`src/common/vec_math_pkg.sv`:
```
package vec_math_pkg;

	// signed fixed point, 2 integer bits and 14 fraction bits.
	localparam int COORD_W = 16;
	localparam int FRAC_W = 14;

	typedef logic signed [COORD_W-1:0] coord_t;

	// 48 bits in all, x in the top slice.
	typedef struct packed {
		coord_t x;
		coord_t y;
		coord_t z;
	} vector_t;

endpackage : vec_math_pkg
```
`src/common/ray_if_pkg.sv`:
```
package ray_if_pkg;

	localparam int RAY_ID_W = 8;

	typedef logic [RAY_ID_W-1:0] ray_id_t;

	typedef enum logic [1:0] {
		kind_primary = 2'd0,
		kind_reflect = 2'd1,
		kind_shadow  = 2'd2
	} ray_kind_e;

	// incoming hit record, 152 bits.
	typedef struct packed {
		ray_id_t               ray_id;
		vec_math_pkg::vector_t normal;
		vec_math_pkg::vector_t dir;
		vec_math_pkg::vector_t p_int;
	} hit_rec_t;

	// fields that ride beside the reflector pipeline.
	typedef struct packed {
		ray_id_t               ray_id;
		vec_math_pkg::vector_t p_int;
	} sideband_t;

	// outgoing ray, 106 bits.
	typedef struct packed {
		ray_id_t               ray_id;
		ray_kind_e             kind;
		vec_math_pkg::vector_t origin;
		vec_math_pkg::vector_t dir;
	} ray_out_t;

endpackage : ray_if_pkg

```
`src/design/ray_collect.sv`:
```
`timescale 1ns/1ps

module ray_collect #(
	parameter int NUM_LANES = 2
) (
	input  logic                 clk,
	input  logic                 rst_n,
	input  logic [NUM_LANES-1:0] lane_out_valid,
	input  ray_if_pkg::ray_out_t lane_out_ray [NUM_LANES],
	output logic [NUM_LANES-1:0] lane_out_read,
	output logic                 out_valid,
	output ray_if_pkg::ray_out_t out_ray,
	input  logic                 out_stall
);

	localparam int PTR_W = (NUM_LANES > 1) ? $clog2(NUM_LANES) : 1;

	logic [PTR_W-1:0] rd_ptr;
	logic             take;

	// waits on the pointed lane even if others hold data, which keeps the order.
	assign out_valid = lane_out_valid[rd_ptr];
	assign out_ray = lane_out_ray[rd_ptr];
	assign take = out_valid && !out_stall;

	always_comb begin
		lane_out_read = '0;
		lane_out_read[rd_ptr] = take;
	end

	always_ff @(posedge clk) begin
		if (!rst_n) begin
			rd_ptr <= '0;
		end else if (take) begin
			if (rd_ptr == PTR_W'(NUM_LANES - 1)) begin
				rd_ptr <= '0;
			end else begin
				rd_ptr <= rd_ptr + 1'b1;
			end
		end
	end

	// a stalled output ray stays put until it is taken.
	a_hold: assert property (@(posedge clk) disable iff (!rst_n)
		out_valid && out_stall |=> out_valid && $stable(out_ray));

endmodule : ray_collect

```
`config.mk`:
```
export PLATFORM = sky130hd
export DESIGN_NAME = ray_collect
export DESIGN_NICKNAME = d
export VERILOG_FILES = /design/src/common/vec_math_pkg.sv /design/src/common/ray_if_pkg.sv /design/src/design/ray_collect.sv
export SDC_FILE = /design/constraint.sdc
export NUM_CORES = 1
export LEC_CHECK = 0
export ABC_CLOCK_PERIOD_IN_PS = 1130
export BUFFER_PORTS_ARGS = -buffer_cell sky130_fd_sc_hd__buf_4
export CORE_AREA = 10 10 117 119
export DETAILED_ROUTE_END_ITERATION = 7
export DIE_AREA = 0 0 127 129
export SLEW_MARGIN = 20
export SYNTH_ARGS = -nofsm -noshare
export SYNTH_HDL_FRONTEND = slang
export SYNTH_SLANG_ARGS = --single-unit
```
`constraint.sdc`:
```
create_clock -name clk -period 1.13 [get_ports clk]
set_input_delay 0.226 -clock clk [delete_from_list [all_inputs] [get_ports clk]]
set_output_delay 0.226 -clock clk [all_outputs]
set_load 0.01 [all_outputs]
```
# Yosys cells after proc, flatten, opt, wreduce, memory -nomap -nowiden
# Cells that the tools add are included.
word_totals:
  regBits: 1
  elab_cells: 18
op_classes:
  add_sub_neg: 1
  magnitude_cmp: 3
  n_mux: 8
  bitwise: 2
  n_reduce_logical: 3
ops:
  columns: ["operator", "n"]
  rows:
  - ["$mux 106", 3]
  - ["$mux 1", 4]
  - ["$and 2x2->2", 1]
  - ["$ge 2x2->1 const B", 1]
  - ["$logic_and 1x1->1", 2]
  - ["$lt 1x2->1 const B", 1]
  - ["$not 1->2", 1]
  - ["$add 1x1->1 const B", 1]
  - ["$demux 1 s1", 1]
  - ["$ge 1x1->1 const B", 1]
  - ["$logic_not 1->1", 1]

# Depth between registers and ports, before layout
depth:
  ltp_word: 5
  mapped_depth: 5
  ltp_nobuf: 2

# Worst setup path after synthesis
# Ideal clock, no wire load.
synth_timing:
  path_type: "reg-to-output"
  startpoint: "register rd_ptr"
  endpoint: "output port out_ray[82] (netlist bit)"
  t_arrival_ns: 1.016
  setup_slack_ns: -0.112
  stages_incl_launch_ff: 5
  cell_sequence: "dfxtp_1 buf_6 buf_6 buf_6 mux2_4"
synth_lines:
  columns: ["element", "line", "text"]
  rows:
  - ["start: declaration", "ray_collect.sv:18", "logic [PTR_W-1:0] rd_ptr;"]
  - ["start signal: assignment", "ray_collect.sv:38", "rd_ptr <= rd_ptr + 1'b1;"]
  - ["end: declaration", "ray_collect.sv:12", "output ray_if_pkg::ray_out_t out_ray,"]

==> results.json <==
{
  "run_status": "finished with violations",
  "violations": "setup timing",
  "synthTopCellsByArea": "mux2_2, mux2_4, buf_2, buf_6, dfxtp_1",
  "grt.busiest_layer": "met2",
  "final_nets": 683,
  "cp_max_fo": 6,
  "synthMostInstantiatedCell": "mux2_2",
  "final_util": 0.457,
  "p_seq_frac": 0.017,
  "synth_cell_types": 11,
  "diodes": 0,
  "synthToLayoutAreaGrowth_pct": 277,
  "yosys_warnings": 0,
  "power_mw": 2.75,
  "combPwrFrac": 0.983,
  "vias_per_cell": 4.19,
  "synth_common_cells": "mux2_2, buf_2, mux2_4",
  "yosysTopAreaCellShare": 0.803,
  "grt_pass1_vias": 2714,
  "maxCapViolations": 0,
  "p_sw_mw": 0.901,
  "wire_per_inst_um": 23.2,
  "max_stage_delay_ps": 380,
  "rsz0062_at_grt": "true",
  "synth-seq-area-share": 0.0146,
  "cp_cell_sequence": "buf_12, buf_8, mux2_2, buf_6",
  "cp.arrival_ps": 1150,
  "p_int_mw": 1.85,
  "wl_um": 14100,
  "initial_core_util": 0.121,
  "coreArea_um2": 11300,
  "cp.required_ps": 900,
  "synth_cells": 128,
  "max-slew-margin-rel": 0.877,
  "portBuffers": 325,
  "tightestPinTransition_ps": 185,
  "num_rows": 39,
  "final_cells": 607,
  "finalWorstSetupSlack_ps": -247,
  "worstSetupPathType": "reg -> out",
  "synth_edf_count": 0,
  "timing.final.crit_period_ps": 1380,
  "num-fill-cells": 1023,
  "fp.dieH_um": 129,
  "clock_skew_ps": 0,
  "syn-num-nets": 345,
  "grt_start_max_net_pins": 52,
  "hpwl_um": 10400,
  "regToRegEndpoint": "rd_ptr",
  "grt_pass1_wl_um": 15800,
  "drive_gt1_frac": 0.994,
  "antenna_found_initial": 0,
  "overflow": 0,
  "hp-start": "out_stall",
  "cp_slowest_cell": "dfxtp_4",
  "p_leak_nw": 2.70,
  "async_flop_share": 0,
  "regMostFlops": "rd_ptr",
  "vias": 2542,
  "grt_use_met1": 0.108,
  "power.density_nw_per_um2": 531,
  "slew_violations": 0,
  "clkLatencyLatePin_ps": 0,
  "min_path_cells": 2,
  "clk_pin_slew_worst_paths_ps": 0,
  "rr_worst_depth": 4,
  "synth_seq_cells": 1,
  "hold_path_end": "rd_ptr",
  "max_freq_ghz": 0.726,
  "cp.buffers_inverters": 3,
  "crit_path_start_kind": "flip-flop",
  "grt_util_met2": 0.229,
  "swShare": 0.327,
  "ant_nets": 0,
  "clockPowerShare": 0,
  "dp_cells": 587,
  "hp-class": "in -> reg",
  "synth_ff_type": "dfxtp_1",
  "die_w_um": 127,
  "irDropWorstVdd_mv": 0.273,
  "drtPass1Iterations": 4,
  "drt_iter0_markers": 47,
  "met3_usage": 0.0641,
  "largest_reg_flops": 1,
  "synth_area_leader_cell": "mux2_2",
  "fin_crit_sh": 1.22,
  "finalHoldViolCount": 0,
  "place_congestion": 0.816,
  "setup_viol_count_final": 109,
  "reg_top3": "rd_ptr (1)",
  "grtUsageTotal": 0.117,
  "r2r_setup_slack_ps": 10,
  "path_delay_family": "buffers and inverters",
  "syn_area_um2": 1370,
  "drc": 0,
  "io_pins": 326,
  "syn_area_per_cell_um2": 10.7,
  "cp-end-kind": "output port",
  "dieArea_um2": 16400,
  "regToRegStartpoint": "rd_ptr"
}
==> metrics by stage <==
stage / instance area, um2 / TNS [ps] / hold WS (ps) / setup WS (ps)
floorplan: 1380 / -8010 / 336 / -93.0
global placement: 3970 / -24090 / 472 / -268
detailed placement: 3970 / -25510 / 470 / -275
CTS: 3970 / -25700 / 471 / -279
global route: 5170 / -25630 / 503 / -266
finish: 5170 / -23080 / 487 / -247
==> placed cells by master (no fill, tap or decap), drive strengths merged <==
master / count
buf: 339
o32ai: 1
nor2b: 1
mux2: 106
nand2: 3
clkbuf: 9
nand2b: 1
inv: 1
dfxtp: 1
nor2: 2
==> layout make-up <==
type / instances / area [um2] / area share
repair buffers: 348 / 3320 / 0.642
multi-input cells: 114 / 1650 / 0.318
well taps: 143 / 179 / 0.0346
flip-flops and latches: 1 / 23.8 / 0.00459
inverters: 1 / 3.75 / 0.000725
==> cells by family after synthesis <==
kind of cell	share of synthesized area
AND/OR/NAND/NOR	0.0282
buffers and inverters	0.0601
AO/OA/AOI/OAI	0.00638
multiplexers	0.891
flip-flops	0.0146
==> metal layers <==
| layer | vias up | part of all wire |
|---|---|---|
| met2 | 192 | 0.54 |
| met3 | 6 | 0.11 |
| met1 | 1185 | 0.34 |
| met4 | 0 | 0.0049 |
| met5 | - | 0 |
| li1 | 1159 | - |
==> what timing repair did <==
item	CTS	global route
resized for setup	0	223
buffers inserted	0	5
hold buffers	0	0
gates cloned	0	15
setup endpoints to repair	107	109
==> worst max path at each step <==
| stage | start | endpoint | slack [ps] | cells after the start |
|---|---|---|---|---|
| after floorplan | rd_ptr | out_ray[82] | -90 | 4 |
| after global placement | rd_ptr | out_ray[34] | -270 | 3 |
| after detailed placement | rd_ptr | out_ray[39] | -280 | 3 |
| after CTS | rd_ptr | out_ray[39] | -280 | 3 |
| after global routing | rd_ptr | out_ray[35] | -270 | 4 |
| final | rd_ptr | out_ray[26] | -250 | 4 |
==> power groups by stage <==
| stage | Sequential, mW | Clock, mW | Combinational [mW] |
|---|---|---|---|
| 6_report | 0.0455 | 0 | 2.70 |
| 3_3_place_gp | 0.0429 | 0 | 1.90 |
| 2_1_floorplan | 0.0402 | 0 | 0.737 |
| 3_5_place_dp | 0.0432 | 0 | 1.92 |
| 4_1_cts | 0.0432 | 0 | 1.92 |
| 5_1_grt | 0.0461 | 0 | 2.83 |
(Power assumes the default switching activity.)
